### src/axi_pkg.sv
package axi_pkg;

   // AXI4 field widths
   localparam int axi_len_w   = 8;
   localparam int axi_id_w    = 1;
   localparam int axi_burst_w = 2;
   localparam int axi_lock_w  = 1;
   localparam int axi_cache_w = 4;
   localparam int axi_prot_w  = 3;
   localparam int axi_qos_w   = 4;
   localparam int axi_resp_w  = 2;

   // Burst type
   localparam logic [axi_burst_w-1:0] axi_burst_incr = 2'b01;

   // Normal non-cacheable modifiable
   localparam logic [axi_cache_w-1:0] axi_cache_mod = 4'b0010;

   // Unprivileged, non-secure, data access
   localparam logic [axi_prot_w-1:0] axi_prot_default = 3'b010;

   // Response codes
   localparam logic [axi_resp_w-1:0] axi_resp_okay   = 2'b00;
   localparam logic [axi_resp_w-1:0] axi_resp_slverr = 2'b10;

endpackage

### src/iob2axi_rd.sv
`timescale 1ns/100ps

module iob2axi_rd
   import axi_pkg::*;
#(
   parameter int addr_w = 16,
   parameter int data_w = 32
) (
   input  logic                   clk,
   input  logic                   rst,

   // Control side
   input  logic [axi_len_w-1:0]   length,
   output logic                   ready_ctl,
   output logic                   error,

   // Native read side
   output logic                   ready,
   input  logic                   valid,
   input  logic [addr_w-1:0]      addr,
   output logic [data_w-1:0]      rdata,

   // AXI4 read address channel
   output logic [axi_id_w-1:0]    m_axi_arid,
   output logic [addr_w-1:0]      m_axi_araddr,
   output logic [axi_len_w-1:0]   m_axi_arlen,
   output logic [2:0]             m_axi_arsize,
   output logic [axi_burst_w-1:0] m_axi_arburst,
   output logic [axi_lock_w-1:0]  m_axi_arlock,
   output logic [axi_cache_w-1:0] m_axi_arcache,
   output logic [axi_prot_w-1:0]  m_axi_arprot,
   output logic [axi_qos_w-1:0]   m_axi_arqos,
   output logic                   m_axi_arvalid,
   input  logic                   m_axi_arready,

   // AXI4 read data channel
   input  logic [axi_id_w-1:0]    m_axi_rid,
   input  logic [data_w-1:0]      m_axi_rdata,
   input  logic [axi_resp_w-1:0]  m_axi_rresp,
   input  logic                   m_axi_rlast,
   input  logic                   m_axi_rvalid,
   output logic                   m_axi_rready
);

   // Full-width beats only
   localparam logic [2:0] arsize = 3'($clog2(data_w / 8));

   typedef enum logic {
      st_addr_hs,
      st_read
   } state_t;

   state_t               state;
   logic [addr_w-1:0]    addr_reg;
   logic [axi_len_w-1:0] length_reg;
   logic [axi_len_w-1:0] counter;
   logic                 ar_start;
   logic                 arvalid_reg;
   logic                 start;
   logic                 beat;
   logic                 last_beat;

   assign start     = (state == st_addr_hs) && valid;
   assign beat      = (state == st_read) && valid && m_axi_rvalid;
   assign last_beat = beat && (counter == length_reg);

   assign ready_ctl = (state == st_addr_hs);

   // Native side follows the R channel directly
   assign ready        = (state == st_read) && m_axi_rvalid;
   assign m_axi_rready = (state == st_read) && valid;
   assign rdata        = m_axi_rdata;

   // Fixed request fields
   assign m_axi_arid    = '0;
   assign m_axi_araddr  = addr_reg;
   assign m_axi_arlen   = length_reg;
   assign m_axi_arsize  = arsize;
   assign m_axi_arburst = axi_burst_incr;
   assign m_axi_arlock  = '0;
   assign m_axi_arcache = axi_cache_mod;
   assign m_axi_arprot  = axi_prot_default;
   assign m_axi_arqos   = '0;
   assign m_axi_arvalid = arvalid_reg;

   // Request captured while idle
   always_ff @(posedge clk) begin
      if (start) begin
         addr_reg   <= addr;
         length_reg <= length;
      end
   end

   // Address valid goes out one cycle after the capture
   always_ff @(posedge clk or posedge rst) begin
      if (rst) begin
         ar_start    <= 1'b0;
         arvalid_reg <= 1'b0;
      end else begin
         ar_start <= start;
         if (ar_start) begin
            arvalid_reg <= 1'b1;
         end else if (m_axi_arready) begin
            arvalid_reg <= 1'b0;
         end
      end
   end

   always_ff @(posedge clk or posedge rst) begin
      if (rst) begin
         state   <= st_addr_hs;
         counter <= '0;
         error   <= 1'b0;
      end else begin
         case (state)
            st_addr_hs: begin
               counter <= '0;
               if (valid) begin
                  state <= st_read;
               end
            end
            st_read: begin
               if (beat) begin
                  counter <= counter + 1'b1;
               end
               // Slave must flag the final beat
               if (last_beat) begin
                  error <= ~m_axi_rlast;
                  state <= st_addr_hs;
               end
            end
            default: state <= st_addr_hs;
         endcase
      end
   end

endmodule

### config.mk
export PLATFORM = sky130hd
export DESIGN_NAME = iob2axi_rd
export DESIGN_NICKNAME = d
export VERILOG_FILES = /design/src/axi_pkg.sv /design/src/iob2axi_rd.sv
export SDC_FILE = /design/constraint.sdc
export NUM_CORES = 1
export LEC_CHECK = 0
export ABC_AREA = 1
export BUFFER_PORTS_ARGS = -buffer_cell sky130_fd_sc_hd__buf_2
export CAP_MARGIN = 0
export CORE_ASPECT_RATIO = 0.5
export CORE_MARGIN = 3
export CORE_UTILIZATION = 40
export DETAILED_ROUTE_END_ITERATION = 10
export PLACE_DENSITY = 0.89
export SLEW_MARGIN = 20
export SYNTH_ARGS = -nofsm -noshare
export SYNTH_HDL_FRONTEND = slang
export SYNTH_SLANG_ARGS = --single-unit
### constraint.sdc
create_clock -name clk -period 2.7 [get_ports clk]
set_input_delay 0 -clock clk [delete_from_list [all_inputs] [get_ports clk]]
set_output_delay 0 -clock clk [all_outputs]
set_load 0.01 [all_outputs]
After elaboration in Yosys (flattened, before gate mapping)
Index checks and enable logic that the tools add are counted.
{"block": "totals", "ff_bits": 36, "in_bits": 65}
{"block": "op_classes", "n_reduce_logical": 7, "addsub": 1, "bitwise_logic": 2, "n_eq_ne": 2, "mux": 7}
{"operator": "case mux 8 bit (2 select lines)", "count": 1}
{"operator": "adder 8 x 1 -> 8 bit, second input constant", "count": 1}
{"operator": "equality test 8 bit", "count": 1}
{"operator": "two-way mux 8 bit", "count": 1}
{"operator": "logical AND 1 bit", "count": 5}
{"operator": "two-way mux 1 bit", "count": 4}
{"operator": "inequality test 2 x 1 -> 1 bit, second input constant", "count": 1}
{"operator": "inverter 1 bit", "count": 2}
{"operator": "case mux 1 bit (2 select lines)", "count": 1}
{"operator": "AND reduction 2 bit", "count": 1}
{"operator": "nonzero test 2 bit", "count": 1}

Logic depth before layout (Yosys ltp)
Gate-level depths: netlist of run 1.
{"block": "depth", "depth_word": 5, "depth_mapped": 8, "mapped_depth_nobuf": 8}

Worst setup path after synthesis of run 1
Ideal clock, no wire load.
{"block": "synth_path", "path_type": "reg2reg", "start": "reg state", "end": "reg addr_reg[0], in the netlist m_axi_araddr[0], enable pin", "path_stages_with_launch": 3, "path_slack_ps": 711, "arrival_ps": 1582, "t_required_ps": 2293, "path_buffers": 1, "path_cell_list": "dfrtp_1 buf_6 nor2_1"}
{"block": "synth_between", "elab_chain_cells": 2}
{"element": "start, declared", "line": "iob2axi_rd.sv:53", "source": "state_t state;"}
{"element": "start signal, assigned", "line": "iob2axi_rd.sv:111", "source": "state <= st_addr_hs;"}
{"element": "start signal, assigned", "line": "iob2axi_rd.sv:119", "source": "state <= st_read;"}
{"element": "start signal, assigned", "line": "iob2axi_rd.sv:129", "source": "state <= st_addr_hs;"}
{"element": "inverter 1 bit"}
{"element": "logical AND 1 bit", "line": "iob2axi_rd.sv:63", "source": "assign start = (state == st_addr_hs) && valid;"}
{"element": "net start", "line": "iob2axi_rd.sv:59", "source": "logic start;"}
{"element": "end signal, assigned", "line": "iob2axi_rd.sv:89", "source": "addr_reg <= addr;"}
{"element": "end, declared", "line": "iob2axi_rd.sv:54", "source": "logic [addr_w-1:0] addr_reg;"}
The timed path passes the listed nets, and every way through them passes these cells.
A chain may end at the register's enable or synchronous reset.

Worst setup path after layout of run 1
{"block": "layout_path", "start": "reg state", "end": "reg addr_reg[13], in the netlist m_axi_araddr[13], enable pin"}
Same word-level chain as after synthesis.

==> flow_metrics.tcl, run 1 <==
set metrics [dict create \
    status "finished clean" \
    syn2layout_area_growth_pct 22.92 \
    drt_iter0_drc 111 \
    synth-edff-count 24 \
    ctsHoldBuffers 27 \
    hold_path_class "in -> out" \
    yosys_warnings 0 \
    worst_pin_slew_ns 0.5356 \
    tns_ns 0 \
    dr.pass1.iters 4 \
    p_leak_nw 1.146 \
    start_util_pct 42.37 \
    crit_buf_inv 1 \
    htreeDepth 2 \
    reg2reg_from "state" \
    synth_ff_type "edfxtp_1" \
    hp-start "m_axi_rdata[3]" \
    grt-ovfl-total 0 \
    crit_required_ns 2.67 \
    avgSynthCellArea_um2 10.11 \
    crit_path_start "state" \
    crit_arrival_ns 1.63 \
    path_class "reg -> reg" \
    drive_gt1_share_pct 33.06 \
    cp_top_family "flip-flops" \
    yosysUniqueCellTypes 25 \
    peakVddDrop_uv 410.6 \
    timing.final.crit_period_ns 1.654 \
    postCtsSetupRepairBufs 0 \
    rsz0062_at_grt "no" \
    ys_ff_latch 36 \
    grt_max_degree 17 \
    die_area_um2 5692 \
    dp_slack_ns 1.056 \
    cts-root-buf "clkbuf_8" \
    start_kind "flip-flop" \
    cts.repair.resized 0 \
    syn-instance-count 189 \
    cts.sinks 36 \
    timing.critical_path.cells "nor2_2, buf_4" \
    hold_viol 0 \
    endpoint_kind "flip-flop" \
    place_congestion 0.8487 \
    slew_violations 0 \
    insertedDiodeCount 0 \
    grt_util_all_layers_pct 14.34 \
    setup_viol 0 \
    placed_cells 279 \
    yosys-top-cells-area "edfxtp_1 38%, buf_4 20%, dfrtp_1 16%" \
    die-height_um 54.87 \
    instances_no_fill 314 \
    max_freq_ghz 0.6044 \
    viasPerCell 4.420 \
    ctsLongestPathBuffers 2 \
    ff2ff_path_depth 2 \
    ys_seq_area_share_pct 53.44 \
    grt_pass1_vias 1291 \
    yosysTopAreaCell "edfxtp_1" \
    clkTransAtPathRegs_ns 0.08 \
    cts_tree "yes" \
    drc 0 \
    wirelength_um 4355 \
    async_flop_share_pct 33.33 \
    antenna_found_initial 0 \
    synth_area_um2 1911 \
    numPortBuffers 58 \
    fin_util_pct 52.08 \
    finalClockSkew_ns 0.006348 \
    die_w_um 103.7 \
    rows 17 \
    fin_crit_sh_pct 61.28 \
    postLayoutSetupSlackWorst_ns 1.046 \
    crit_slowest_cell "dfrtp_1" \
    cp.depth 2 \
    wl_per_cell_um 13.87 \
    relSlewSlack_pct 64.25 \
    ant_nets 0 \
    dp_hpwl_um 3241 \
    crit_fanout 16 \
    max_cap_viol_count 0 \
    n_fill_cell 368 \
    io_pins 144 \
    finalNetCount 313 \
    crit_path_max_incr_delay_ns 0.51 \
    cts_made_buffers 5 \
    synthDominantCellAreaShare_pct 37.72 \
    holdWs_ns 0.00001315 \
    grt_pass1_wl_um 6196 \
    p_per_area_nw_per_um2 636.6 \
    core_um2 4509 \
    holdPathStages 0 \
    vias 1388 \
    clkLatencyLatePin_ns 0.28 \
]
flip-flops by register name (all words and copies together) (netlist names):
name and count:
counter 8, m_axi_araddr 16, ar_start 1, error 1, m_axi_arvalid 1, m_axi_arlen 8
state 1
report_power, final:
group / switching (mW) / internal (mW)
logic: 0.182 / 0.129
registers: 0.0619 / 0.660
clock network: 0.189 / 0.273
total: 0.433 / 1.06
cell usage in the layout (no fill, tap or decap), types with 2 or more instances in the layout:
| cell | count |
|---|---|
| buf_2 | 58 |
| nand2_1 | 37 |
| dlygate4sd3_1 | 27 |
| inv_1 | 26 |
| edfxtp_1 | 24 |
| conb_1 | 18 |
| dfrtp_1 | 12 |
| o21ai_0 | 6 |
| nor2_1 | 5 |
| clkbuf_8 | 5 |
| inv_2 | 3 |
| a21oi_1 | 3 |
| nor2_2 | 3 |
| nand3_1 | 3 |
| nand2_4 | 2 |
| nor2_4 | 2 |
final timing paths:
kind	endpoint	slack [ns]
worst max-delay path	m_axi_araddr[13]	1.05
worst min-delay path	rdata[3]	0.00001
worst max register to register	m_axi_araddr[13]	1.05
worst min register to register	m_axi_arvalid	0.47
max in group asynchronous	counter[1]	2.07
min in group asynchronous	counter[3]	0.30
worst register-to-register path: cells and delay by family, from the launching register on:
| family | cells | cell delay, ns |
|---|---|---|
| simple gates | 1 | 0.50 |
| flops | 1 | 0.51 |
| buf+inv | 1 | 0.34 |
synth_stat cells (2+ instances only):
cell and number:
a21oi_1 3, buf_4 50, conb_1 2, dfrtp_1 12, edfxtp_1 24, inv_1 26, inv_2 3, nand2_1 37
nand2_4 2, nand3_1 3, nor2_1 6, nor2_2 2, nor2_4 2, o21ai_0 6
final cells by class:
cell class / instances / area (um2) / share of cell area, %
clock buffers: 5 / 68.82 / 2.930
clock inverters: 3 / 42.54 / 1.811
inverters: 29 / 108.9 / 4.635
multi-input cells: 89 / 456.7 / 19.45
flip-flops and latches: 36 / 1021 / 43.47
well taps: 66 / 82.58 / 3.516
repair buffers: 86 / 568.0 / 24.19
routing by layer:
layer / wire (um) / part of all wire (%) / global-route usage [%] / up-vias
met5: 27 / 0.62 / 3.571 / -
met4: 78 / 1.8 / 4.415 / 2
met3: 670 / 15 / 9.776 / 10
met2: 2229 / 51 / 26.62 / 116
met1: 1350 / 31 / 13.05 / 624
li1: - / - / - / 636
per-stage QoR:
stage | area [um2] | power (mW)
5_1_grt | 2349 | 1.576
2_1_floorplan | 1971 | 0.9828
6_report | 2349 | 1.495
3_3_place_gp | 1967 | 0.9896
3_5_place_dp | 1967 | 1.009
4_1_cts | 2349 | 1.499
cell families after synthesis:
family / Yosys count / share of synthesized area [%]
buffers and inverters: 80 / 25.93
flip-flops: 36 / 53.44
other: 2 / 0.3931
AO/OA/AOI/OAI: 14 / 4.650
XOR/XNOR: 1 / 0.4585
AND/OR/NAND/NOR: 55 / 14.47
adder cells (fa/ha/maj): 1 / 0.6548
(Power assumes the default switching activity.)
==> run 2: changes to the inputs <==
Settings changed: CORE_UTILIZATION 40 to 36, PLACE_DENSITY 0.89 to 0.85.
Clock period 2.7 ns to 1.3 ns, I/O delays scaled along.
==> run 2 against run 1 <==
Compared with the run above: non-clock buffer count up 1; design area up 0.43%; clock skew up 0.0012 ns; critical endpoint is now error.
==> flow_metrics.tcl, run 2 (same netlist as run 1, synthesis figures left out) <==
set metrics [dict create \
    crit_path_max_incr_delay_ns 0.42 \
    instances_no_fill 319 \
    pwr-share-seq_pct 50.3 \
    timing.final.crit_period_ns 1.207 \
    insertedDiodeCount 0 \
    layout.cells.most_common "buf_2" \
    finalClockSkew_ns 0.007507 \
    hold_path_class "in -> out" \
    total_power_mw 2.975 \
    holdWs_ns 0.00001416 \
    syn2layout_area_growth_pct 23.44 \
    grt-ovfl-total 0 \
    viasPerCell 4.188 \
    cts_tree "yes" \
    htreeDepth 2 \
    die_w_um 109.0 \
    p_switching_uw 877.5 \
    path_class "reg -> reg" \
    die_area_um2 6271 \
    crit_slowest_cell "dfrtp_1" \
    status "finished clean" \
    antenna_found_initial 0 \
    wirelength_um 4256 \
    clkLatencyLatePin_ns 0.27 \
    endpoint_kind "flip-flop" \
    start_kind "flip-flop" \
    setup_viol 0 \
    clkTransAtPathRegs_ns 0.07 \
    dp_hpwl_um 3183 \
    p_comb_share_pct 23.6 \
    drt_iter0_drc 57 \
    grt_max_degree 27 \
    io_pins 144 \
    max_freq_ghz 0.8284 \
    hold_viol 0 \
    cp.depth 7 \
    ff2ff_path_depth 7 \
    place_congestion 0.7776 \
    slew_violations 0 \
    cp_top_family "simple AND/OR/NAND/NOR gates" \
    crit_arrival_ns 1.38 \
    timing.critical_path.cells "inv_1, nand2_1, nand2_1, nor2_1, nand4_2, nand2_1, nand2_1" \
    cts_made_buffers 5 \
    crit_buf_inv 1 \
    crit_required_ns 1.47 \
    grt_pass1_wl_um 6665 \
    finalNetCount 314 \
    post_dp_cell_area_um2 1997 \
    numPortBuffers 58 \
    power_frac_clock_pct 26.2 \
    postLayoutSetupSlackWorst_ns 0.09280 \
    peakVddDrop_uv 684.3 \
    postCtsSetupRepairBufs 0 \
    ctsLongestPathBuffers 2 \
    netSwitchingFraction_pct 29.50 \
    core_um2 5022 \
    vias 1336 \
    fin_crit_sh_pct 92.86 \
    start_util_pct 38.04 \
    ant_nets 0 \
    die-height_um 57.52 \
    p_leak_nw 1.144 \
    dp_slack_ns 0.06471 \
    r2r_slack_ns 0.09 \
    rsz0062_at_grt "no" \
    grt_util_all_layers_pct 13.96 \
    fin_util_pct 46.96 \
    largest_reg_flops 16 \
    grt_pass1_vias 1402 \
    worst_r2r_endpoint "error" \
    mostFrequentLayoutCells "58 x buf_2, 37 x nand2_1, 27 x dlygate4sd3_1" \
    internal-power_mw 2.097 \
    dr.pass1.iters 4 \
    max_cap_viol_count 0 \
    design_area_um2 2359 \
    crit_path_start "counter[1]" \
    crit_fanout 4 \
    drive_gt1_share_pct 32.93 \
    drc 0 \
    placed_cells 284 \
    p_per_area_nw_per_um2 1261 \
    path_common_cell "nand2_1" \
    cts.sinks 36 \
    tns_ns 0 \
    reg2reg_from "counter[1]" \
    cts-root-buf "clkbuf_8" \
    rows 18 \
    endpoint "error" \
    wl_per_cell_um 13.34 \
]
-- run 2: cell types whose count changed in the layout (fill, tap and decap cells not counted), sizes merged --
cell / before / now
clkinv: 1 / 0
clkbuf: 5 / 8
buf: 59 / 60
clkinvlp: 1 / 0
bufinv: 1 / 0
-- run 2: timing repair --
| action | in CTS | in global routing |
|---|---|---|
| endpoints found under the setup margin | 0 | 6 |
| gates resized for setup | 0 | 1 |
| endpoints found under the hold margin | 38 | 0 |
| hold buffers | 27 | 0 |
-- run 2: final cells by class --
class / count / area, um2
clock buffer: 8 / 90.09
fill: 448 / 2664
inverter: 29 / 108.9
multi-input combinational: 89 / 461.7
sequential: 36 / 1022
tap: 70 / 87.58
timing repair buffer: 87 / 588.1
-- run 2: per-layer routing --
| metal | wire length (um) | global-route usage [%] | up-vias |
|---|---|---|---|
| li1 | - | - | 638 |
| met3 | 454 | 4.068 | 10 |
| met4 | 59 | 7.014 | 0 |
| met5 | 0 | 0 | - |
| met2 | 2407 | 28.10 | 81 |
| met1 | 1336 | 12.67 | 607 |
-- run 2: worst min-delay path by stage --
stage,from,endpoint,cells past startpoint
6_report,m_axi_rdata[12],rdata[12],0
5_1_grt,m_axi_rdata[0],rdata[0],0
4_1_cts,m_axi_rdata[17],rdata[17],0
3_5_place_dp,m_axi_rdata[17],rdata[17],0
3_3_place_gp,m_axi_rdata[17],rdata[17],0
2_1_floorplan,rst,ar_start,1
-- run 2: power groups by stage --
stage | combinational, mW | sequential [mW] | clock [mW]
6_report | 0.701 | 1.50 | 0.778
5_1_grt | 0.777 | 1.51 | 0.855
4_1_cts | 0.695 | 1.49 | 0.811
3_5_place_dp | 0.632 | 1.51 | 0
3_3_place_gp | 0.586 | 1.50 | 0
2_1_floorplan | 0.532 | 1.51 | 0
-- run 2: worst reg2reg max path: stages, from the launching register on --
cell and delay (ns):
dfrtp_1 0.42, inv_1 0.09, nand2_1 0.07, nand2_1 0.05, nor2_1 0.19, nand4_2 0.15
nand2_1 0.08, nand2_1 0.05
