## src/axi_pkg.sv

```systemverilog
package axi_pkg;

   // AXI4 field widths
   localparam int axi_len_w   = 8;
   localparam int axi_id_w    = 1;
   localparam int axi_burst_w = 2;
   localparam int axi_lock_w  = 1;
   localparam int axi_cache_w = 4;
   localparam int axi_prot_w  = 3;
   localparam int axi_qos_w   = 4;
   localparam int axi_resp_w  = 2;

   // Burst type
   localparam logic [axi_burst_w-1:0] axi_burst_incr = 2'b01;

   // Normal non-cacheable modifiable
   localparam logic [axi_cache_w-1:0] axi_cache_mod = 4'b0010;

   // Unprivileged, non-secure, data access
   localparam logic [axi_prot_w-1:0] axi_prot_default = 3'b010;

   // Response codes
   localparam logic [axi_resp_w-1:0] axi_resp_okay   = 2'b00;
   localparam logic [axi_resp_w-1:0] axi_resp_slverr = 2'b10;

endpackage

```

## src/iob2axi_wr.sv

```systemverilog
`timescale 1ns/100ps

module iob2axi_wr
   import axi_pkg::*;
#(
   parameter int addr_w = 16,
   parameter int data_w = 32
) (
   input  logic                   clk,
   input  logic                   rst,

   // Control side
   input  logic [axi_len_w-1:0]   length,
   output logic                   ready_ctl,
   output logic                   error,

   // Native write side
   output logic                   ready,
   input  logic                   valid,
   input  logic [addr_w-1:0]      addr,
   input  logic [data_w-1:0]      wdata,
   input  logic [data_w/8-1:0]    wstrb,

   // AXI4 write address channel
   output logic [axi_id_w-1:0]    m_axi_awid,
   output logic [addr_w-1:0]      m_axi_awaddr,
   output logic [axi_len_w-1:0]   m_axi_awlen,
   output logic [2:0]             m_axi_awsize,
   output logic [axi_burst_w-1:0] m_axi_awburst,
   output logic [axi_lock_w-1:0]  m_axi_awlock,
   output logic [axi_cache_w-1:0] m_axi_awcache,
   output logic [axi_prot_w-1:0]  m_axi_awprot,
   output logic [axi_qos_w-1:0]   m_axi_awqos,
   output logic                   m_axi_awvalid,
   input  logic                   m_axi_awready,

   // AXI4 write data channel
   output logic [data_w-1:0]      m_axi_wdata,
   output logic [data_w/8-1:0]    m_axi_wstrb,
   output logic                   m_axi_wlast,
   output logic                   m_axi_wvalid,
   input  logic                   m_axi_wready,

   // AXI4 write response channel
   input  logic [axi_id_w-1:0]    m_axi_bid,
   input  logic [axi_resp_w-1:0]  m_axi_bresp,
   input  logic                   m_axi_bvalid,
   output logic                   m_axi_bready
);

   localparam logic [2:0] awsize = 3'($clog2(data_w / 8));

   typedef enum logic [1:0] {
      st_addr_hs,
      st_write,
      st_resp
   } state_t;

   state_t               state;
   logic [addr_w-1:0]    addr_reg;
   logic [axi_len_w-1:0] length_reg;
   logic [axi_len_w-1:0] counter;
   logic                 aw_start;
   logic                 awvalid_reg;
   logic                 start;
   logic                 beat;

   assign start = (state == st_addr_hs) && valid;
   assign beat  = (state == st_write) && valid && m_axi_wready;

   assign ready_ctl = (state == st_addr_hs);

   // Native beats pass straight onto the W channel
   assign ready        = (state == st_write) && m_axi_wready;
   assign m_axi_wvalid = (state == st_write) && valid;
   assign m_axi_wdata  = wdata;
   assign m_axi_wstrb  = wstrb;
   assign m_axi_wlast  = (state == st_write) && (counter == length_reg);
   assign m_axi_bready = (state == st_resp);

   assign m_axi_awid    = '0;
   assign m_axi_awaddr  = addr_reg;
   assign m_axi_awlen   = length_reg;
   assign m_axi_awsize  = awsize;
   assign m_axi_awburst = axi_burst_incr;
   assign m_axi_awlock  = '0;
   assign m_axi_awcache = axi_cache_mod;
   assign m_axi_awprot  = axi_prot_default;
   assign m_axi_awqos   = '0;
   assign m_axi_awvalid = awvalid_reg;

   always_ff @(posedge clk) begin
      if (start) begin
         addr_reg   <= addr;
         length_reg <= length;
      end
   end

   // Delayed address valid, held until accepted
   always_ff @(posedge clk or posedge rst) begin
      if (rst) begin
         aw_start    <= 1'b0;
         awvalid_reg <= 1'b0;
      end else begin
         aw_start <= start;
         if (aw_start) begin
            awvalid_reg <= 1'b1;
         end else if (m_axi_awready) begin
            awvalid_reg <= 1'b0;
         end
      end
   end

   always_ff @(posedge clk or posedge rst) begin
      if (rst) begin
         state   <= st_addr_hs;
         counter <= '0;
         error   <= 1'b0;
      end else begin
         case (state)
            st_addr_hs: begin
               counter <= '0;
               if (valid) begin
                  state <= st_write;
               end
            end
            st_write: begin
               if (beat) begin
                  counter <= counter + 1'b1;
                  if (m_axi_wlast) begin
                     state <= st_resp;
                  end
               end
            end
            st_resp: begin
               // Any response other than OKAY is reported
               if (m_axi_bvalid) begin
                  error <= (m_axi_bresp != axi_resp_okay);
                  state <= st_addr_hs;
               end
            end
            default: state <= st_addr_hs;
         endcase
      end
   end

endmodule

```

## config.mk

```make
export PLATFORM = sky130hd
export DESIGN_NAME = iob2axi_wr
export DESIGN_NICKNAME = d
export VERILOG_FILES = /design/src/axi_pkg.sv /design/src/iob2axi_wr.sv
export SDC_FILE = /design/constraint.sdc
export NUM_CORES = 1
export LEC_CHECK = 0
export BUFFER_PORTS_ARGS = -buffer_cell sky130_fd_sc_hd__buf_2
export CAP_MARGIN = 20
export CORE_ASPECT_RATIO = 1.2
export CORE_MARGIN = 8
export CORE_UTILIZATION = 42
export CTS_BUF_LIST = sky130_fd_sc_hd__clkbuf_16
export CTS_CLUSTER_DIAMETER = 100
export DETAILED_ROUTE_END_ITERATION = 10
export PLACE_DENSITY = 0.95
export SLEW_MARGIN = 15
export SYNTH_ARGS = -nofsm -noshare
export SYNTH_HDL_FRONTEND = slang
export SYNTH_SLANG_ARGS = --single-unit
```

## constraint.sdc

```tcl
create_clock -name clk -period 4.1 [get_ports clk]
set_input_delay 0.205 -clock clk [delete_from_list [all_inputs] [get_ports clk]]
set_output_delay 0.205 -clock clk [all_outputs]
set_load 0.02 [all_outputs]
```

* After elaboration in Yosys (flattened, before gate mapping)
Index checks and enable logic that the tools add are counted.
Operators by class: reduce and logical (&&, ||, !) cells 12, magnitude comparators 0, multiply operators 0, bitwise logic cells 0, $add $sub $neg 1, div/mod/pow operators 0, shifts and indexed selects 0, equal/unequal tests 7, multiplexer cells 9
Operators with widths (count):
- $pmux 8 s2 | 1
- $add 8x1->8 const B | 1
- $eq 8x8->1 | 1
- $mux 2 | 4
- $mux 8 | 1
- $ne 2x2->1 const B | 3
- $pmux 2 s3 | 1
- $reduce_bool 2->1 | 3
- $logic_and 1x1->1 | 5
- $reduce_and 2->1 | 2
- $reduce_and 4->1 | 1
- $eq 2x1->1 const B | 1
- $eq 2x2->1 const B | 1
- $logic_not 2->1 | 1
- $mux 1 | 2
- $ne 2x1->1 const B | 1
Word-level totals: ROM bits 0, memories 0, register bits 37, memory bits (writable) 0, input port bits 69, output and inout port bits 85, word-level logic and storage cells 36, bits in latches 0

* Longest topological paths before layout
Gate-level depths: netlist of the first run.
depth after elaboration 5, mapped depth 4, mapped depth without buffers 4

* Least setup slack after synthesis of the first run
No wires, ideal clock.
path kind flip-flop to flip-flop, from register state[0], to register addr_reg[0] (netlist: m_axi_awaddr[0]), enable pin, slack 1.956 ns, path buffers 1, arrival 1.760 ns, stages on the path, launching flop included 4, clock period less this slack 2.144 ns, data required time 3.717 ns, setup time 0.383 ns, path through dfrtp_1 buf_2 nor2_1 and2_1
On the way: word-level cells in the longest chain between the ends 2
Ends and longest elaborated chain:
- start, declared | line iob2axi_wr.sv:59 | state_t state;
- start signal, assigned | line iob2axi_wr.sv:116 | state <= st_addr_hs;
- start signal, assigned | line iob2axi_wr.sv:124 | state <= st_write;
- start signal, assigned | line iob2axi_wr.sv:131 | state <= st_resp;
- $logic_not 2->1
- named net ready_ctl | line iob2axi_wr.sv:14 | output logic ready_ctl,
- $logic_and 1x1->1 | line iob2axi_wr.sv:68 | assign start = (state == st_addr_hs) && valid;
- named net start | line iob2axi_wr.sv:65 | logic start;
- end signal, assigned | line iob2axi_wr.sv:94 | addr_reg <= addr;
- end, declared | line iob2axi_wr.sv:60 | logic [addr_w-1:0] addr_reg;
The timed path passes the listed nets, and every way through them passes these cells. A chain may end at the register's enable or synchronous reset.

* Worst setup path after layout of the first run
from register state[0], to register addr_reg[6] (netlist: m_axi_awaddr[6]), enable pin
On the way: word-level cells in the longest chain between the ends 2
Ends and longest elaborated chain (line):
- $logic_not 2->1 | iob2axi_wr.sv:68
- $logic_and 1x1->1 | iob2axi_wr.sv:68
- named net start | iob2axi_wr.sv:65
The timed path passes the listed nets, and every way through them passes these cells.

==> impl_results.md, run 1 <==
- Status: finished, final reports clean
- CP max-delay cell: and2_1
- CTS tree: built
- Worst EP required: 3990 ps
- I/O pin total: 154
- Antenna cells: 0
- DRT Pass-1 Iters: 4
- Worst path arrival time: 2110 ps
- Hold_buf cts: 1
- Largest family of logic cells by synthesized area: buffers and inverters
- CP top delay family: simple AND/OR/NAND/NOR gates
- H-tree levels: 2
- Fin crit share: 0.541
- Pwr dens: 468 nW/um2
- Sum of negative setup slack: 0 ps
- DRC viols: 0
- Routed WL per cell: 16.0 um
- Synth Area in Simple Gates: 0.0997
- Vias per cell: 4.97
- Hold Fails Final Rpt: 0
- Clk sinks: 37
- Total power: 0.965 mW
- Syn. warnings: 0
- Post-CTS setup buffer count: 0
- Mux share of post-synthesis cell area: 0
- Largest net degree at the start of global routing: 26
- Post-CTS Resized: 0
- FF-to-FF Start: state[0]$_DFFE_PP0P_
- Clock insertion delay at the later pin of the skew report: 270 ps
- Final core utilization: 0.480
- Worst path bufs/invs: 0
- Core ar.: 4290 um2
- Clk slew on worst S/H paths: 50 ps
- Placer Congestion: 0.754
- Clk buf depth: 2
- Kind of critical path: register to register
- Synth Area per Inst: 12.2 um2
- Slew Viols, Final: 0
- Worst slew pin tran: 1030 ps
- Cell-by-cell trace of the critical path: nor2_1 > and2_1
- Crit path from: state[0]$_DFFE_PP0P_
- Syn Inst Count: 156
- Hold Crit Class: input port to register
- Top-count cell post-synth: buf_4
- Max-slew headroom: 0.314
- Synth top area share: 0.380
- Critical hold path startpoint: addr[0]
- Clock Tree Root: clkbuf_16
- Final net count: 256
- Endpoints failing setup: 0
- Main synth FF type: edfxtp_1
- Netlist Area Pre-Place: 1900 um2
- CP peak stage delay: 890 ps
- Post-synth cell types: 32
- Global route overflow: 0
- Vias after detailed routing: 1,208
- Total track usage: 0.112
- Cell accounting for the most synthesized area: edfxtp_1
- Cell row count: 26
- Register area share after synthesis: 0.552
- Final ANT Viol Nets: 0
- Max-Cap Viols: 0
- First-pass GRT wire length: 6080 um
- FF+latch count, synth: 37
- Post-synth top cells: buf_4, edfxtp_1, dfrtp_1
- Synth Area in Compound Gates: 0.0620
- EDFF count, synth: 24
- Initial cell density of the core: 0.441
- Xor and xnor area share after synthesis: 0.0416
- Synth-to-layout area growth: 8.78%
- Fin Clk Skew: 5.12 ps
- Die X: 77.3 um
- Antenna violations before repair: 0
- Top cells by area, synth: edfxtp_1, buf_4, dfrtp_1
- Chip height: 89.6 um
- Critical Path Source Type: register
- Share of cells above drive strength 1: 0.380
- Post-Synth Adder-Cell Area: 0.00660
- DP HPWL: 3000 um
- Leak Pwr: 0.962 nW
- CP max FO: 25
- Unrepaired setup endpoints after global routing: no
- # port buffers: 62
- Final min period: 2220 ps
- Die area: 6930 um2
- Post-synth ARST share: 0.351
- Max Freq: 451 MHz
- Initial DRC count: 42
- Number of global-route vias before repair: 1,306
- Detailed Route WL: 3890 um
- Num CTS Buffers: 5
- VDD IR max: 0.341 mV
- Nature of the critical path endpoint: register
## cells in the final DEF, fill, tap and decap left out, drive strengths merged, types with 3 or more instances in the layout
master   n
edfxtp  24
nand2    3
xor2     9
inv      6
a21oi    5
or3      3
conb    18
clkbuf   5
buf     62
clkinv   3
nor2     4
nor4     3
o21ai    5
dfrtp   13
## where the power goes
part | internal, mW | switching [mW]
Combinational | 0.0544 | 0.0758
Sequential | 0.429 | 0.0561
Clock | 0.219 | 0.130
## layout make-up
class / count / area (um2)
fill: 383 / 2230
sequential: 37 / 1050
multi-input combinational: 73 / 465
timing repair buffer: 63 / 320
clock buffer: 5 / 125
tap: 56 / 70.1
inverter: 6 / 22.5
clock inverter: 3 / 12.5
## metrics by stage
step	hold slack [ps]	std cells	area [um2]	setup slack [ps]
after floorplan	82.0	172	1960	1960
after global placement	260	234	1910	1950
after detailed placement	268	234	1910	1910
after CTS	99.7	243	2060	1900
after global routing	96.8	243	2060	1750
final	104	243	2060	1880
## sequential cells by signal, indices dropped and copies added (netlist names)
signal and count:
error 1, m_axi_awlen 8, m_axi_awaddr 16, state 2, counter 8, m_axi_awvalid 1
aw_start 1
## layer usage
metal | up-vias | GRT usage | part of all wire
li1 | 530 | - | -
met1 | 546 | 0.0853 | 0.30
met2 | 99 | 0.194 | 0.48
met3 | 33 | 0.0767 | 0.17
met4 | 0 | 0.0928 | 0.053
met5 | - | 0 | 0
## worst paths after layout
kind,endpoint,slack [ps],cells after the start
setup / recovery,m_axi_awaddr[6]$_DFFE_PP_,1880,2
hold / removal,m_axi_awaddr[0]$_DFFE_PP_,100,1
setup reg to reg,m_axi_awaddr[6]$_DFFE_PP_,1880,2
hold reg to reg,m_axi_awvalid$_DFFE_PP0P_,430,1
max in group asynchronous,counter[1]$_DFFE_PP0P_,3230,3
min in group asynchronous,m_axi_awvalid$_DFFE_PP0P_,520,3
## cells by family after synthesis
logic type,count (synthesis)
AOI/OAI and AO/OA,18
xor gates and xnor gates,9
adders and majority gates,1
buffers and inverters,62
DFF,37
other,2
and+or+nand+nor,27
(Power assumes the default switching activity.)
==> run 2, diff against run 1 <==
- CORE_UTILIZATION: 42 -> 39
- PLACE_DENSITY: 0.95 -> 0.89
- clock period: 4.1 -> 2.16 ns (I/O delays scaled with it)
==> run 2 against run 1 <==
  * Final cell count is 9.9% higher
  * Worst setup slack worse by 1700 ps
  * Worst hold slack worse by 93 ps
  * Clock skew hardly changed
  * Global-route usage is 1.7 points higher
  * Register-to-register slack worse by 1300 ps
  * Critical path depth is 2 higher
  * Non-clock buffer count is 20 higher
  * Critical path type is now register to primary output
  * Largest power group unchanged
==> impl_results.md, run 2 (same netlist as run 1, synthesis figures left out) <==
- Status: finished, final reports clean
- Clk sinks: 37 (unchanged)
- Clk buf depth: 2 (unchanged)
- Fin crit share: 0.931
- CP top delay family: simple AND/OR/NAND/NOR gates
- Detailed Route WL: 4790 um (+23%)
- Cell Int Power: 1.36 mW (+93%)
- Largest net degree at the start of global routing: 26 (unchanged)
- Post-CTS Resized: 0 (unchanged)
- Die X: 79.6 um (+3.0%)
- Sum of negative setup slack: 0 ps (unchanged)
- Placer Congestion: 0.800 (+6.1%)
- Fin Clk Skew: 5.36 ps (+0.238 ps)
- CTS tree: built
- Max-slew headroom: 0.635 (+0.321)
- Core ar.: 4800 um2 (+12%)
- Number of global-route vias before repair: 1,407 (+7.7%)
- Slew Viols, Final: 0 (unchanged)
- Clk slew on worst S/H paths: 60 ps (about the same)
- Gate power share: 0.148 (+0.013)
- Antenna violations before repair: 0 (unchanged)
- Commonest cells after routing, fill and taps aside: buf_2, edfxtp_1, conb_1, dlygate4sd3_1, dfrtp_1
- Synth-to-layout area growth: 19.3%
- Nature of the critical path endpoint: primary output
- Placed Cells: 241 (+3.0%)
- Switching Fraction: 0.283 (+0.0116)
- First-pass GRT wire length: 7290 um (+20%)
- Hold Fails Final Rpt: 0 (unchanged)
- Max-Cap Viols: 0 (unchanged)
- Vias after detailed routing: 1,297 (+7.4%)
- CP max FO: 6 (-76%)
- Final ANT Viol Nets: 0 (unchanged)
- Leak Pwr: 1.06 nW (+9.7%)
- Hold Crit Class: input port to register
- Routed WL per cell: 18.0 um (+12%)
- Worst path arrival time: 1900 ps (-210 ps)
- DRC viols: 0 (unchanged)
- Total track usage: 0.129 (+0.0169)
- Cell-by-cell trace of the critical path: xor2_1 > nor4_1 > and4b_1 > buf_2
- Power share of the sequential group: 0.488 (-0.015)
- Critical Path Source Type: register
- Final net count: 276 (+7.8%)
- Initial cell density of the core: 0.395 (-0.0465)
- CP peak stage delay: 510 ps (-380 ps)
- H-tree levels: 2 (unchanged)
- Worst slew pin tran: 547 ps (-482 ps)
- Max Freq: 497 MHz
- Max reg flops: 16 (unchanged)
- Post-Layout Cell Count: 267 (+9.9%)
- Worst path bufs/invs: 1 (+1)
- Total power: 1.90 mW (+97%)
- Most common cell after layout, fill and taps aside: buf_2
- Post-CTS setup buffer count: 0 (unchanged)
- Final min period: 2010 ps
- Endpoints failing setup: 0 (unchanged)
- Global route overflow: 0 (unchanged)
- CP max-delay cell: nor4_1
- Worst EP required: 2050 ps (-1940 ps)
- Hold_buf cts: 17 (+16)
- Fillers: 404 (+5.5%)
- VDD IR max: 0.696 mV (+100%)
- I/O pin total: 154 (unchanged)
- Pwr dens: 839 nW/um2 (+79%)
- NetSw: 0.537 mW (+110%)
- Unrepaired setup endpoints after global routing: no
- Clock network fraction of total power: 0.364 (+0.002)
- Chip height: 92.4 um (+3.1%)
- Die area: 7360 um2 (+6.2%)
- DRT Pass-1 Iters: 4 (unchanged)
- Kind of critical path: register to primary output
- Clock insertion delay at the later pin of the skew report: 280 ps (about the same)
- Share of cells above drive strength 1: 0.362 (-0.0174)
- DP HPWL: 2990 um (-0.56%)
- Vias per cell: 4.86 (-2.3%)
- Cell row count: 28 (+7.7%)
- # port buffers: 62 (unchanged)
- Num CTS Buffers: 5 (unchanged)
- Antenna cells: 0 (unchanged)
- Initial DRC count: 68 (+62%)
- Clock Tree Root: clkbuf_16
[run 2: changes by cell type in the layout (fill, tap and decap cells not counted)]
cell	delta
clkinv_1	-2
dlygate4sd3_1	+17
buf_4	+3
inv_1	+1
clkinv_2	+1
[run 2: layer usage]
metal | share of wire | global-route usage | wire length [um]
met5 | 0 | 0 | 0
met4 | 0.059 | 0.116 | 282
met1 | 0.30 | 0.107 | 1460
met3 | 0.16 | 0.0824 | 770
met2 | 0.48 | 0.206 | 2280
[run 2: worst reg2reg max path, stage by stage, from the launching register on]
cell and delay, ps:
dfrtp_1 480, nor2_1 160, buf_4 180, and2_1 130
buf_4 290
[run 2: power groups by stage]
stage | combinational, mW | sequential (mW) | clock, mW
6_report | 0.281 | 0.926 | 0.690
5_1_grt | 0.312 | 0.932 | 0.728
3_3_place_gp | 0.229 | 0.922 | 0
4_1_cts | 0.269 | 0.919 | 0.703
2_1_floorplan | 0.293 | 0.906 | 0
3_5_place_dp | 0.243 | 0.928 | 0
[run 2: worst paths after layout]
path | startpoint | to | slack [ps] | cells past startpoint
setup / recovery | counter[0]$_DFFE_PP0P_ | m_axi_wlast | 150 | 4
hold / removal | addr[7] | m_axi_awaddr[7]$_DFFE_PP_ | 10 | 1
setup reg to reg | state[0]$_DFFE_PP0P_ | m_axi_awaddr[6]$_DFFE_PP_ | 590 | 4
hold reg to reg | aw_start$_DFF_PP0_ | m_axi_awvalid$_DFFE_PP0P_ | 420 | 1
max in group asynchronous | rst | aw_start$_DFF_PP0_ | 1380 | 3
min in group asynchronous | rst | error$_DFFE_PP0P_ | 410 | 3
[run 2: layout make-up]
cell class / instances / area (um2) / area share
Timing Repair Buffer: 83 / 513 / 0.227
Clock inverter: 3 / 13.8 / 0.00609
Inverter: 6 / 22.5 / 0.00996
Tap cell: 60 / 75.1 / 0.0332
Clock buffer: 5 / 125 / 0.0553
Multi-Input combinational cell: 73 / 465 / 0.206
Sequential cell: 37 / 1050 / 0.463
[run 2: per-stage QoR]
stage,hold slack (ps),setup WS [ps],cell area (um2),utilization
after CTS,0.696,159,2250,0.469
after global placement,158,534,1940,0.405
after floorplan,-15.0,16.0,1960,-
after detailed placement,172,500,1940,0.405
after global routing,2.27,46.4,2260,0.471
final,11.2,149,2260,0.471
==> run 3, diff against run 2 <==
- CORE_UTILIZATION: 39 -> 25
- CTS_CLUSTER_DIAMETER: 100 -> unset
- PLACE_DENSITY: 0.89 -> 0.65
- SLEW_MARGIN: 15 -> 10
==> run 3 against run 2 <==
  * Sequential share of layout area is 0.68 points higher
  * Via count is 7.5% lower
  * First-iteration DRC count is 68% lower
  * Global-route usage is 5.3 points lower
  * Routed wire length is 13% lower
  * Die area is 45% higher
  * Clock skew is 2.5 ps lower
  * Clock power is 3.3% lower
==> impl_results.md, run 3 (same netlist as run 1, synthesis figures left out) <==
- Initial DRC count: 22 (-68%)
- DRC viols: 0 (unchanged)
- Largest net degree at the start of global routing: 26 (unchanged)
- CP max-delay cell: nor4_1
- Initial cell density of the core: 0.252 (-0.143)
- Share of cells above drive strength 1: 0.365 (+0.00268)
- Total power: 1.84 mW (-3.2%)
- VDD IR max: 0.458 mV (-34%)
- Max Freq: 507 MHz (+1.9%)
- Setup crit end: m_axi_wlast
- Most common cell after layout, fill and taps aside: buf_2
- # port buffers: 62 (unchanged)
- Sum of negative setup slack: 0 ps (unchanged)
- Post-CTS setup buffer count: 0 (unchanged)
- Placer Congestion: 0.758 (-5.3%)
- H-tree levels: 2 (unchanged)
- Antenna violations before repair: 0 (unchanged)
- Max-Cap Viols: 0 (unchanged)
- Total track usage: 0.0765 (-0.0527)
- Chip height: 111 um (+21%)
- CP peak stage delay: 530 ps (+20 ps)
- Fillers: 776 (+92%)
- Clk buf depth: 2 (unchanged)
- Core ar.: 7530 um2 (+57%)
- Post-CTS Resized: 0 (unchanged)
- R2R setup slack: 600 ps (about the same)
- Vias after detailed routing: 1,200 (-7.5%)
- First-pass GRT wire length: 6330 um (-13%)
- Nature of the critical path endpoint: primary output
- Critical Path Source Type: register
- Die area: 10,600 um2 (+45%)
- Status: finished, final reports clean
- CTS tree: built
- Synth-to-layout area growth: 17.6%
- Leak Pwr: 1.03 nW (-2.9%)
- Detailed Route WL: 4160 um (-13%)
- Hold Fails Final Rpt: 0 (unchanged)
- Multi-input gate area: 465 um2 (unchanged)
- Fin crit share: 0.914 (-0.0171)
- Num CTS Buffers: 5 (unchanged)
- Clock insertion delay at the later pin of the skew report: 270 ps (about the same)
- Antenna cells: 0 (unchanged)
- Clock Tree Root: clkbuf_16
- Hold Crit Class: input port to register
- Final net count: 269 (-2.5%)
- Hold Path Depth: 1 (unchanged)
- Pwr dens: 824 nW/um2 (-1.8%)
- Number of global-route vias before repair: 1,363 (-3.1%)
- DP HPWL: 3150 um (+5.4%)
- Endpoints failing setup: 0 (unchanged)
- Reg2reg path depth: 4 (unchanged)
- Worst r2r dst: m_axi_awlen[2]$_DFFE_PP_
- Final min period: 1970 ps (-36.9 ps)
- Die X: 95.5 um (+20%)
- Clk slew on worst S/H paths: 50 ps (about the same)
- FF-to-FF Start: state[0]$_DFFE_PP0P_
- Fin Clk Skew: 2.89 ps (-2.46 ps)
- Routed WL per cell: 14.3 um (-21%)
- Kind of critical path: register to primary output
- I/O pin total: 154 (unchanged)
- Sequential Area: 1050 um2 (unchanged)
- CP max FO: 6 (unchanged)
- Commonest cells after routing, fill and taps aside: buf_2, edfxtp_1, conb_1, dfrtp_1, dlygate4sd3_1
- Slew Viols, Final: 0 (unchanged)
- Max-slew headroom: 0.619 (-0.0162)
- Vias per cell: 4.11 (-15%)
- Worst path arrival time: 1870 ps (-30 ps)
- Worst slew pin tran: 567 ps (+19.7 ps)
- Max reg flops: 16 (unchanged)
- Clk sinks: 37 (unchanged)
- Cell row count: 35 (+25%)
- DRT Pass-1 Iters: 3 (-1)
- Unrepaired setup endpoints after global routing: no
- Worst EP required: 2050 ps (about the same)
- Crit path from: counter[0]$_DFFE_PP0P_
- Hold_buf cts: 10 (-7)
- Final ANT Viol Nets: 0 (unchanged)
- Global route overflow: 0 (unchanged)
- Cell-by-cell trace of the critical path: xor2_1 > nor4_1 > and4b_1 > buf_2
run 3: cell count changes in the layout (fill, tap and decap cells not counted):
cell,previous run,this run
dlygate4sd3_1,18,11
inv_1,7,8
clkinv_2,2,0
clkinv_1,0,1
run 3: report_power, final:
group / internal [mW] / switching [mW] / leakage, nW / total, mW
Sequential: 0.814 / 0.100 / 0.383 / 0.914
Combinational: 0.119 / 0.136 / 0.568 / 0.254
Clock: 0.414 / 0.253 / 0.0738 / 0.667
Total: 1.35 / 0.489 / 1.03 / 1.84
run 3: worst min-delay path by stage:
stage,from,end,slack (ps)
2_1_floorplan,rst,aw_start$_DFF_PP0_,-20
3_3_place_gp,rst,m_axi_awvalid$_DFFE_PP0P_,170
3_5_place_dp,rst,m_axi_awvalid$_DFFE_PP0P_,180
4_1_cts,length[4],m_axi_awlen[4]$_DFFE_PP_,0.1
5_1_grt,addr[5],m_axi_awaddr[5]$_DFFE_PP_,0.2
6_report,length[1],m_axi_awlen[1]$_DFFE_PP_,6
run 3: through the flow:
stage               setup slack [ps]  std cells  utilization  instance area (um2)  hold slack [ps]
finish                           186        292        0.296                 2230             6.40
global route                    45.3        292        0.296                 2230            0.248
CTS                              182        291        0.295                 2220            0.148
detailed placement               487        273        0.263                 1980              178
global placement                 497        273        0.263                 1980              172
floorplan                       16.0        172            -                 1960            -15.0
run 3: worst max-delay path, delay by kind of cell, from the launching register on:
kind          cells  cell delay [ps]
simple gates      2              790
flops             1              450
xor+xnor          1              190
buf+inv           1              160
run 3: layout make-up:
class / instances / area share
Clock buffer: 5 / 0.0561
Clock inverter: 3 / 0.00505
Sequential cell: 37 / 0.469
Multi-Input combinational cell: 73 / 0.209
Timing Repair Buffer: 76 / 0.199
Tap cell: 92 / 0.0517
Inverter: 6 / 0.0101
run 3: layer usage:
metal  vias to the layer above  GRT usage  share of wire
met4                         0     0.0719          0.070
met2                        73      0.118           0.43
met5                         -          0              0
li1                        551          -              -
met1                       539     0.0678           0.34
met3                        37     0.0437           0.16
